==> config.mk <==
export PLATFORM = sky130hd
export DESIGN_NAME = can_fc_top
export DESIGN_NICKNAME = d
export VERILOG_FILES = /design/src/can_fc_pkg.sv /design/src/can_err_event_capture.sv /design/src/can_fault_confinement.sv /design/src/can_fc_apb_regs.sv /design/src/can_fc_top.sv
export SDC_FILE = /design/constraint.sdc
export NUM_CORES = 1
export LEC_CHECK = 0
export BUFFER_PORTS_ARGS = -buffer_cell sky130_fd_sc_hd__buf_2
export CELL_PAD_IN_SITES_DETAIL_PLACEMENT = 0
export CELL_PAD_IN_SITES_GLOBAL_PLACEMENT = 1
export CORE_ASPECT_RATIO = 1.25
export CORE_MARGIN = 4
export CORE_UTILIZATION = 35
export CTS_CLUSTER_DIAMETER = 60
export CTS_CLUSTER_SIZE = 40
export DETAILED_ROUTE_END_ITERATION = 12
export PLACE_DENSITY = 0.75
export SYNTH_ARGS = -nofsm -noshare
export SYNTH_HDL_FRONTEND = slang
export SYNTH_SLANG_ARGS = --single-unit
==> constraint.sdc <==
create_clock -name clk -period 5.2 [get_ports clk]
set_clock_uncertainty 0.15 [all_clocks]
set_input_delay 0.52 -clock clk [delete_from_list [all_inputs] [get_ports clk]]
set_output_delay 0.52 -clock clk [all_outputs]
set_load 0.01 [all_outputs]
==> src/can_fc_pkg.sv <==
// shared constants and the last-error type for the CAN fault-confinement unit, used by scoped name
package can_fc_pkg;

  // counter widths
  localparam int TEC_W = 9;
  localparam int REC_W = 8;
  localparam int RCV_W = 7;

  // counter steps and limits
  localparam logic [TEC_W-1:0] TX_ERR_INC    = TEC_W'(8);
  localparam logic [TEC_W-1:0] WARN_LIMIT    = TEC_W'(96);
  localparam logic [TEC_W-1:0] PASSIVE_LIMIT = TEC_W'(128);
  localparam logic [TEC_W-1:0] BUS_OFF_LIMIT = TEC_W'(255);
  // TEC is parked here once bus-off is entered
  localparam logic [TEC_W-1:0] TEC_HOLD      = TEC_W'(256);
  localparam logic [REC_W-1:0] REC_MAX       = REC_W'(255);
  localparam logic [REC_W-1:0] REC_PASSIVE_RESTORE = REC_W'(120);

  // bus-off recovery, counted in 11-recessive-bit pulses
  localparam int RECOVERY_COUNT = 128;
  localparam logic [RCV_W-1:0] RCV_LAST = RCV_W'(RECOVERY_COUNT - 1);

  // last-error codes
  localparam logic [2:0] ERR_NONE  = 3'd0;
  localparam logic [2:0] ERR_BIT   = 3'd1;
  localparam logic [2:0] ERR_STUFF = 3'd2;
  localparam logic [2:0] ERR_FORM  = 3'd3;
  localparam logic [2:0] ERR_CRC   = 3'd4;
  localparam logic [2:0] ERR_ACK   = 3'd5;

  // APB register map, byte offsets
  localparam logic [4:0] REG_STATUS   = 5'h00;
  localparam logic [4:0] REG_COUNTERS = 5'h04;
  localparam logic [4:0] REG_LAST_ERR = 5'h08;
  localparam logic [4:0] REG_IRQ_EN   = 5'h0C;
  localparam logic [4:0] REG_IRQ_STAT = 5'h10;

  // interrupt status and enable bits
  localparam int IRQ_PASSIVE_BIT = 0;
  localparam int IRQ_BUSOFF_BIT  = 1;

  // one byte, seen either as the APB read value or as decoded fields
  typedef union packed {
    logic [7:0] raw;
    struct packed {
      logic       valid;
      logic       overrun;
      logic       transmitter;
      logic [1:0] reserved;
      logic [2:0] code;
    } fields;
  } can_last_err_u;

endpackage

==> src/can_err_event_capture.sv <==
// input stage: samples the protocol error flags and success strobes, emits one event per cycle
`timescale 1ns/1ps

module can_err_event_capture (
  input  logic                      clk,
  input  logic                      rst_n,
  input  logic                      bit_error,
  input  logic                      stuff_error,
  input  logic                      form_error,
  input  logic                      crc_error,
  input  logic                      ack_error,
  input  logic                      transmitter,
  input  logic                      tx_success,
  input  logic                      rx_success,
  output logic                      ev_valid,
  output logic                      ev_tx,
  output logic                      ok_tx,
  output logic                      ok_rx,
  output can_fc_pkg::can_last_err_u last_err,
  output logic                      last_err_we
);

  logic bit_q;
  logic stuff_q;
  logic form_q;
  logic crc_q;
  logic ack_q;
  logic tx_q;
  logic tx_ok_q;
  logic rx_ok_q;
  logic ack_qual;
  logic any_err;
  logic [2:0] code;

  always_ff @(posedge clk or negedge rst_n) begin
    if (!rst_n) begin
      bit_q   <= 1'b0;
      stuff_q <= 1'b0;
      form_q  <= 1'b0;
      crc_q   <= 1'b0;
      ack_q   <= 1'b0;
      tx_q    <= 1'b0;
      tx_ok_q <= 1'b0;
      rx_ok_q <= 1'b0;
    end else begin
      bit_q   <= bit_error;
      stuff_q <= stuff_error;
      form_q  <= form_error;
      crc_q   <= crc_error;
      ack_q   <= ack_error;
      tx_q    <= transmitter;
      tx_ok_q <= tx_success;
      rx_ok_q <= rx_success;
    end
  end

  // missing ack is only our fault when we sent the frame
  assign ack_qual = ack_q & tx_q;
  assign any_err  = bit_q | stuff_q | form_q | crc_q | ack_qual;

  // bit > stuff > form > crc > ack
  always_comb begin
    code = can_fc_pkg::ERR_NONE;
    if (bit_q) begin
      code = can_fc_pkg::ERR_BIT;
    end else if (stuff_q) begin
      code = can_fc_pkg::ERR_STUFF;
    end else if (form_q) begin
      code = can_fc_pkg::ERR_FORM;
    end else if (crc_q) begin
      code = can_fc_pkg::ERR_CRC;
    end else if (ack_qual) begin
      code = can_fc_pkg::ERR_ACK;
    end
  end

  assign ev_valid = any_err;
  assign ev_tx    = tx_q;
  // an error in the same cycle swallows the success
  assign ok_tx    = tx_ok_q & ~any_err;
  assign ok_rx    = rx_ok_q & ~any_err;

  // overrun is left to the register block, which knows the stored state
  always_comb begin
    last_err                    = '0;
    last_err.fields.valid       = any_err;
    last_err.fields.transmitter = tx_q;
    last_err.fields.code        = code;
  end

  assign last_err_we = any_err;

endmodule

==> src/can_fault_confinement.sv <==
// transmit and receive error counters, confinement state and bus-off recovery
`timescale 1ns/1ps

module can_fault_confinement (
  input  logic                              clk,
  input  logic                              rst_n,
  input  logic                              ev_valid,
  input  logic                              ev_tx,
  input  logic                              ok_tx,
  input  logic                              ok_rx,
  input  logic                              idle_11,
  output logic [can_fc_pkg::TEC_W-1:0]      tec,
  output logic [can_fc_pkg::REC_W-1:0]      rec,
  output logic                              warning,
  output logic                              error_passive,
  output logic                              bus_off
);

  logic [can_fc_pkg::TEC_W-1:0] tec_sum;
  logic [can_fc_pkg::TEC_W-1:0] tec_d;
  logic [can_fc_pkg::REC_W-1:0] rec_d;
  logic [can_fc_pkg::TEC_W-1:0] rec_ext;
  logic [can_fc_pkg::RCV_W-1:0] rcv_cnt;
  logic [can_fc_pkg::RCV_W-1:0] rcv_cnt_d;
  logic                         bus_off_d;
  logic                         recovered;

  // cannot wrap, TEC is at most 255 outside bus-off
  assign tec_sum   = tec + can_fc_pkg::TX_ERR_INC;
  assign rec_ext   = {1'b0, rec};
  assign recovered = bus_off & idle_11 & (rcv_cnt == can_fc_pkg::RCV_LAST);

  always_comb begin
    tec_d     = tec;
    rec_d     = rec;
    rcv_cnt_d = rcv_cnt;
    bus_off_d = bus_off;

    if (bus_off) begin
      // only recovery runs while bus-off
      if (recovered) begin
        tec_d     = '0;
        rec_d     = '0;
        rcv_cnt_d = '0;
        bus_off_d = 1'b0;
      end else if (idle_11) begin
        rcv_cnt_d = rcv_cnt + 1'b1;
      end
    end else if (ev_valid) begin
      if (ev_tx) begin
        if (tec_sum > can_fc_pkg::BUS_OFF_LIMIT) begin
          tec_d     = can_fc_pkg::TEC_HOLD;
          bus_off_d = 1'b1;
          rcv_cnt_d = '0;
        end else begin
          tec_d = tec_sum;
        end
      end else if (rec != can_fc_pkg::REC_MAX) begin
        rec_d = rec + 1'b1;
      end
    end else begin
      if (ok_tx && tec != '0) begin
        tec_d = tec - 1'b1;
      end
      if (ok_rx) begin
        // leaving error-passive as a receiver snaps back to 120
        if (rec_ext >= can_fc_pkg::PASSIVE_LIMIT) begin
          rec_d = can_fc_pkg::REC_PASSIVE_RESTORE;
        end else if (rec != '0) begin
          rec_d = rec - 1'b1;
        end
      end
    end
  end

  always_ff @(posedge clk or negedge rst_n) begin
    if (!rst_n) begin
      tec     <= '0;
      rec     <= '0;
      rcv_cnt <= '0;
      bus_off <= 1'b0;
    end else begin
      tec     <= tec_d;
      rec     <= rec_d;
      rcv_cnt <= rcv_cnt_d;
      bus_off <= bus_off_d;
    end
  end

  // states follow the registered counters, so they move on the same edge
  assign warning = (tec >= can_fc_pkg::WARN_LIMIT) ||
                   (rec_ext >= can_fc_pkg::WARN_LIMIT);

  assign error_passive = (tec >= can_fc_pkg::PASSIVE_LIMIT) ||
                         (rec_ext >= can_fc_pkg::PASSIVE_LIMIT) ||
                         bus_off;

endmodule

==> src/can_fc_apb_regs.sv <==
// APB slave for the confinement unit: status, counters, last error and interrupt registers
`timescale 1ns/1ps

module can_fc_apb_regs (
  input  logic                              clk,
  input  logic                              rst_n,
  input  logic                              psel,
  input  logic                              penable,
  input  logic                              pwrite,
  input  logic [4:0]                        paddr,
  input  logic [31:0]                       pwdata,
  input  logic [can_fc_pkg::TEC_W-1:0]      tec,
  input  logic [can_fc_pkg::REC_W-1:0]      rec,
  input  logic                              warning,
  input  logic                              error_passive,
  input  logic                              bus_off,
  input  can_fc_pkg::can_last_err_u         last_err,
  input  logic                              last_err_we,
  output logic [31:0]                       prdata,
  output logic                              pready,
  output logic                              pslverr,
  output logic                              irq
);

  can_fc_pkg::can_last_err_u le_q;
  logic [1:0] irq_en;
  logic [1:0] irq_stat;
  logic [1:0] irq_set;
  logic       passive_q;
  logic       bus_off_q;
  logic       access;
  logic       mapped;
  logic       read_only;
  logic       le_rd_clr;
  logic       en_wr;
  logic       stat_wr;

  assign access = psel & penable;

  always_comb begin
    mapped    = 1'b1;
    read_only = 1'b0;
    case (paddr)
      can_fc_pkg::REG_STATUS,
      can_fc_pkg::REG_COUNTERS,
      can_fc_pkg::REG_LAST_ERR: read_only = 1'b1;
      can_fc_pkg::REG_IRQ_EN,
      can_fc_pkg::REG_IRQ_STAT: read_only = 1'b0;
      default: mapped = 1'b0;
    endcase
  end

  // no wait states
  assign pready  = 1'b1;
  assign pslverr = access & (~mapped | (pwrite & read_only));

  assign le_rd_clr = access & ~pwrite & (paddr == can_fc_pkg::REG_LAST_ERR);
  assign en_wr     = access & pwrite & (paddr == can_fc_pkg::REG_IRQ_EN);
  assign stat_wr   = access & pwrite & (paddr == can_fc_pkg::REG_IRQ_STAT);

  always_comb begin
    prdata = '0;
    case (paddr)
      can_fc_pkg::REG_STATUS:   prdata[2:0] = {bus_off, error_passive, warning};
      can_fc_pkg::REG_COUNTERS: prdata = {8'h00, rec, 7'h00, tec};
      can_fc_pkg::REG_LAST_ERR: prdata[7:0] = le_q.raw;
      can_fc_pkg::REG_IRQ_EN:   prdata[1:0] = irq_en;
      can_fc_pkg::REG_IRQ_STAT: prdata[1:0] = irq_stat;
      default:                  prdata = '0;
    endcase
  end

  // a read in the same cycle as a new error already returned the old byte
  always_ff @(posedge clk or negedge rst_n) begin
    if (!rst_n) begin
      le_q <= '0;
    end else if (last_err_we) begin
      le_q.raw            <= last_err.raw;
      le_q.fields.valid   <= 1'b1;
      le_q.fields.overrun <= le_q.fields.valid & ~le_rd_clr;
    end else if (le_rd_clr) begin
      le_q.fields.valid   <= 1'b0;
      le_q.fields.overrun <= 1'b0;
    end
  end

  always_comb begin
    irq_set = '0;
    irq_set[can_fc_pkg::IRQ_PASSIVE_BIT] = error_passive & ~passive_q;
    irq_set[can_fc_pkg::IRQ_BUSOFF_BIT]  = bus_off & ~bus_off_q;
  end

  always_ff @(posedge clk or negedge rst_n) begin
    if (!rst_n) begin
      passive_q <= 1'b0;
      bus_off_q <= 1'b0;
      irq_en    <= '0;
      irq_stat  <= '0;
    end else begin
      passive_q <= error_passive;
      bus_off_q <= bus_off;
      if (en_wr) begin
        irq_en <= pwdata[1:0];
      end
      // new edges win over a write-one-to-clear
      if (stat_wr) begin
        irq_stat <= (irq_stat & ~pwdata[1:0]) | irq_set;
      end else begin
        irq_stat <= irq_stat | irq_set;
      end
    end
  end

  assign irq = |(irq_stat & irq_en);

endmodule

==> src/can_fc_top.sv <==
// top level of the CAN fault-confinement unit; connects capture, counters and APB registers
`timescale 1ns/1ps

module can_fc_top (
  input  logic        clk,
  input  logic        rst_n,
  input  logic        bit_error,
  input  logic        stuff_error,
  input  logic        form_error,
  input  logic        crc_error,
  input  logic        ack_error,
  input  logic        transmitter,
  input  logic        tx_success,
  input  logic        rx_success,
  input  logic        idle_11,
  input  logic        psel,
  input  logic        penable,
  input  logic        pwrite,
  input  logic [4:0]  paddr,
  input  logic [31:0] pwdata,
  output logic [31:0] prdata,
  output logic        pready,
  output logic        pslverr,
  output logic        irq,
  output logic        bus_off,
  output logic        error_passive
);

  logic                         ev_valid;
  logic                         ev_tx;
  logic                         ok_tx;
  logic                         ok_rx;
  can_fc_pkg::can_last_err_u    last_err;
  logic                         last_err_we;
  logic [can_fc_pkg::TEC_W-1:0] tec;
  logic [can_fc_pkg::REC_W-1:0] rec;
  logic                         warning;

  can_err_event_capture i_capture (
    .clk         (clk),
    .rst_n       (rst_n),
    .bit_error   (bit_error),
    .stuff_error (stuff_error),
    .form_error  (form_error),
    .crc_error   (crc_error),
    .ack_error   (ack_error),
    .transmitter (transmitter),
    .tx_success  (tx_success),
    .rx_success  (rx_success),
    .ev_valid    (ev_valid),
    .ev_tx       (ev_tx),
    .ok_tx       (ok_tx),
    .ok_rx       (ok_rx),
    .last_err    (last_err),
    .last_err_we (last_err_we)
  );

  can_fault_confinement i_confine (
    .clk           (clk),
    .rst_n         (rst_n),
    .ev_valid      (ev_valid),
    .ev_tx         (ev_tx),
    .ok_tx         (ok_tx),
    .ok_rx         (ok_rx),
    .idle_11       (idle_11),
    .tec           (tec),
    .rec           (rec),
    .warning       (warning),
    .error_passive (error_passive),
    .bus_off       (bus_off)
  );

  can_fc_apb_regs i_regs (
    .clk           (clk),
    .rst_n         (rst_n),
    .psel          (psel),
    .penable       (penable),
    .pwrite        (pwrite),
    .paddr         (paddr),
    .pwdata        (pwdata),
    .tec           (tec),
    .rec           (rec),
    .warning       (warning),
    .error_passive (error_passive),
    .bus_off       (bus_off),
    .last_err      (last_err),
    .last_err_we   (last_err_we),
    .prdata        (prdata),
    .pready        (pready),
    .pslverr       (pslverr),
    .irq           (irq)
  );

endmodule

==> flow_summary.ini <==
[clock_tree]
cts_hold_buf = 0
clk_pin_slew_ps = 90
postCtsSetupRepairBufs = 0
root_buffer = clkbuf_8
numCtsBuffers = 5
clock-sinks = 45
htreeDepth = 2
clk_latency_ps = 310
cts_buffer_depth = 2
cts_tree = yes
ctsResizeCount = 0

[yosys]
synthCells = 353
synth_largest_area_cell = dfrtp_1
ys_ff_latch = 45
synth_area_leaders = dfrtp_1 (36%), nand2_1 (4.7%), ha_1 (4.0%)
yosysTopAreaCellShare_pct = 36.4
async_flop_share_pct = 100
synth_edf_count = 0
ys.flop_type = dfrtp_1
synth_warnings = 0
synthesis.area_sq_um = 3090
yosysUniqueCellTypes = 67
synth_seq_area_share_pct = 36.4
syn_avg_cell_area_sq_um = 8.77

[pwr]
p_leak_nw = 1.47
ir_worst_vdd_mv = 0.159
p_per_area_nw_per_um2 = 420

[flow_run]
drv_cap = 0

[floorplan]
initial_core_util_pct = 35.8
core_area_sq_um = 8650
die_w_um = 92.1
fp.dieH_um = 113
rows = 38
pin_count = 88
die_area_sq_um = 10400

[critical_path]
r2r-start = i_capture.stuff_q
startpoint = i_confine.bus_off
endpoint_kind = output pin
reg2reg_depth = 5
worstPathRequired_ps = 4530
crit_end = prdata[1]
critPathArrivalTime_ps = 2290
start_kind = flip-flop
critPathKind = reg2out
crit_fanout = 27
rr_endpoint = i_confine.tec[7]
r2r_setup_slack_ps = 2430

[timing]
drv_slew = 0
finalSetupViolCount = 0
worst_slew_pin_slew_ps = 1060
tns_ps = 0
rsz0062_at_grt = no
min_period_ps = 2960
whs_ps = 161
final-hold-violation-count = 0
relSlewSlack_pct = 29.4
max_freq_mhz = 338
fin_crit_sh_pct = 56.9

[layout]
final_cell_mix = dfrtp_1 (45), buf_2 (41), nand2_1 (39)
fin_nets = 439
area_growth_pct = 9.10
antenna_cells = 0
final_common_cell = dfrtp_1
drive_gt1_share_pct = 17.7
fin_util_pct = 39.0

[routing]
num_vias = 2661
routedWlPerCell_um = 15.8
firstDrtPassIters = 4
drtIter0Drc = 162
postRouteAntennaNets = 0
drc = 0
wirelength_um = 7910
via_per_inst = 5.33

[status]
status = finished clean

[placed_design]
hpwlAfterDp_um = 5520
routabilityCongestion = 0.807
portBuffers = 41

[global_routing]
grt_pass1_wl_um = 13200
grt_use_total_pct = 15.4
grt_max_degree = 46
overflow = 0
grt_pass1_vias = 2615
grt_antenna_before_repair = 0

[min_path]
min_path_type = in2reg
-- per-stage QoR --
step / instances / cell area [sq um] / setup slack, ps / power, mW
floorplan: 367 / 3150 / 2930 / 1.03
global placement: 491 / 3290 / 2430 / 1.19
detailed placement: 491 / 3290 / 2510 / 1.19
CTS: 499 / 3380 / 2270 / 1.42
global route: 499 / 3380 / 2090 / 1.54
finish: 499 / 3380 / 2240 / 1.42
-- final cells by class --
| cell class | count | area [sq um] |
|---|---|---|
| Fill cell | 906 | 5280 |
| Multi-Input combinational cell | 273 | 1760 |
| Sequential cell | 45 | 1130 |
| Timing Repair Buffer | 41 | 205 |
| Tap cell | 120 | 150 |
| Clock buffer | 5 | 68.8 |
| Inverter | 12 | 45.0 |
| Clock inverter | 3 | 21.3 |
-- synth_stat cells (2+ instances only) --
master	number
mux2i_1	4
nor3_1	10
o21bai_1	2
and2_1	11
and4_1	2
nand4_1	7
a22o_1	13
o211a_1	2
xnor2_1	4
buf_2	8
a21oi_2	2
inv_1	12
a211oi_1	2
ha_1	10
a21oi_1	9
and3_1	6
o2111a_1	2
nand3b_1	3
o22ai_1	6
a32o_1	2
o21ai_0	22
nand2_1	39
mux2_2	3
nor4_1	6
or2_2	2
a2bb2oi_1	2
nor3b_1	4
a31oi_1	7
or4_1	2
o31ai_1	2
buf_4	16
a21o_1	2
a221o_1	3
dfrtp_1	45
nor2_1	19
a32oi_1	2
o211ai_1	3
nand3_1	13
conb_1	2
clkbuf_1	12
or3_1	4
-- state kept, by name (all words and copies together) (netlist names) --
| name | flops |
|---|---|
| i_capture.tx_ok_q | 1 |
| i_capture.bit_q | 1 |
| i_capture.ev_tx | 1 |
| i_capture.form_q | 1 |
| i_regs.irq_en | 2 |
| i_capture.rx_ok_q | 1 |
| i_confine.tec | 9 |
| i_capture.ack_q | 1 |
| i_regs.bus_off_q | 1 |
| i_confine.rcv_cnt | 7 |
| i_regs.passive_q | 1 |
| i_capture.stuff_q | 1 |
| i_confine.rec | 8 |
| i_confine.bus_off | 1 |
| i_capture.crc_q | 1 |
| i_regs.irq_stat | 2 |
| i_regs.le_q | 6 |
-- critical path, cell delays in order (launching register included) --
cell and delay [ps]:
dfrtp_1 760, nor4_1 600, o21ai_0 150, a221o_1 330, buf_2 150
-- where the power goes --
group	total, mW	internal (mW)	leakage, nW	switching (mW)
combinational	0.578	0.259	0.889	0.319
clock	0.224	0.0955	0.0445	0.129
sequential	0.616	0.433	0.541	0.183
total	1.42	0.787	1.47	0.631
-- layer usage --
| layer | track usage (%) | vias up | share of wire, % |
|---|---|---|---|
| met5 | 0 | - | 0 |
| met4 | 5.55 | 0 | 1.6 |
| met2 | 25.3 | 55 | 49 |
| met3 | 2.19 | 9 | 3.6 |
| li1 | - | 1322 | - |
| met1 | 20.8 | 1275 | 46 |
-- worst min-delay path by stage --
stage	to	start	slack [ps]	cells past startpoint
detailed placement	i_regs.irq_stat[1]	i_regs.bus_off_q	260	1
finish	i_capture.ack_q	ack_error	160	1
global placement	i_regs.irq_stat[1]	i_regs.bus_off_q	250	1
CTS	i_capture.ack_q	ack_error	160	1
global route	i_capture.ev_tx	transmitter	150	1
floorplan	i_capture.ack_q	rst_n	70	0
-- cells by family after synthesis --
kind of cell    share of synthesized area [%]
mux                                      2.39
fa+ha+maj                                4.04
simple gates                             23.3
flops                                    36.4
xor+xnor                                 1.42
other cells                             0.243
buf+inv                                  8.45
compound gates                           23.7
Note: power is estimated with default switching activity, not from simulation.
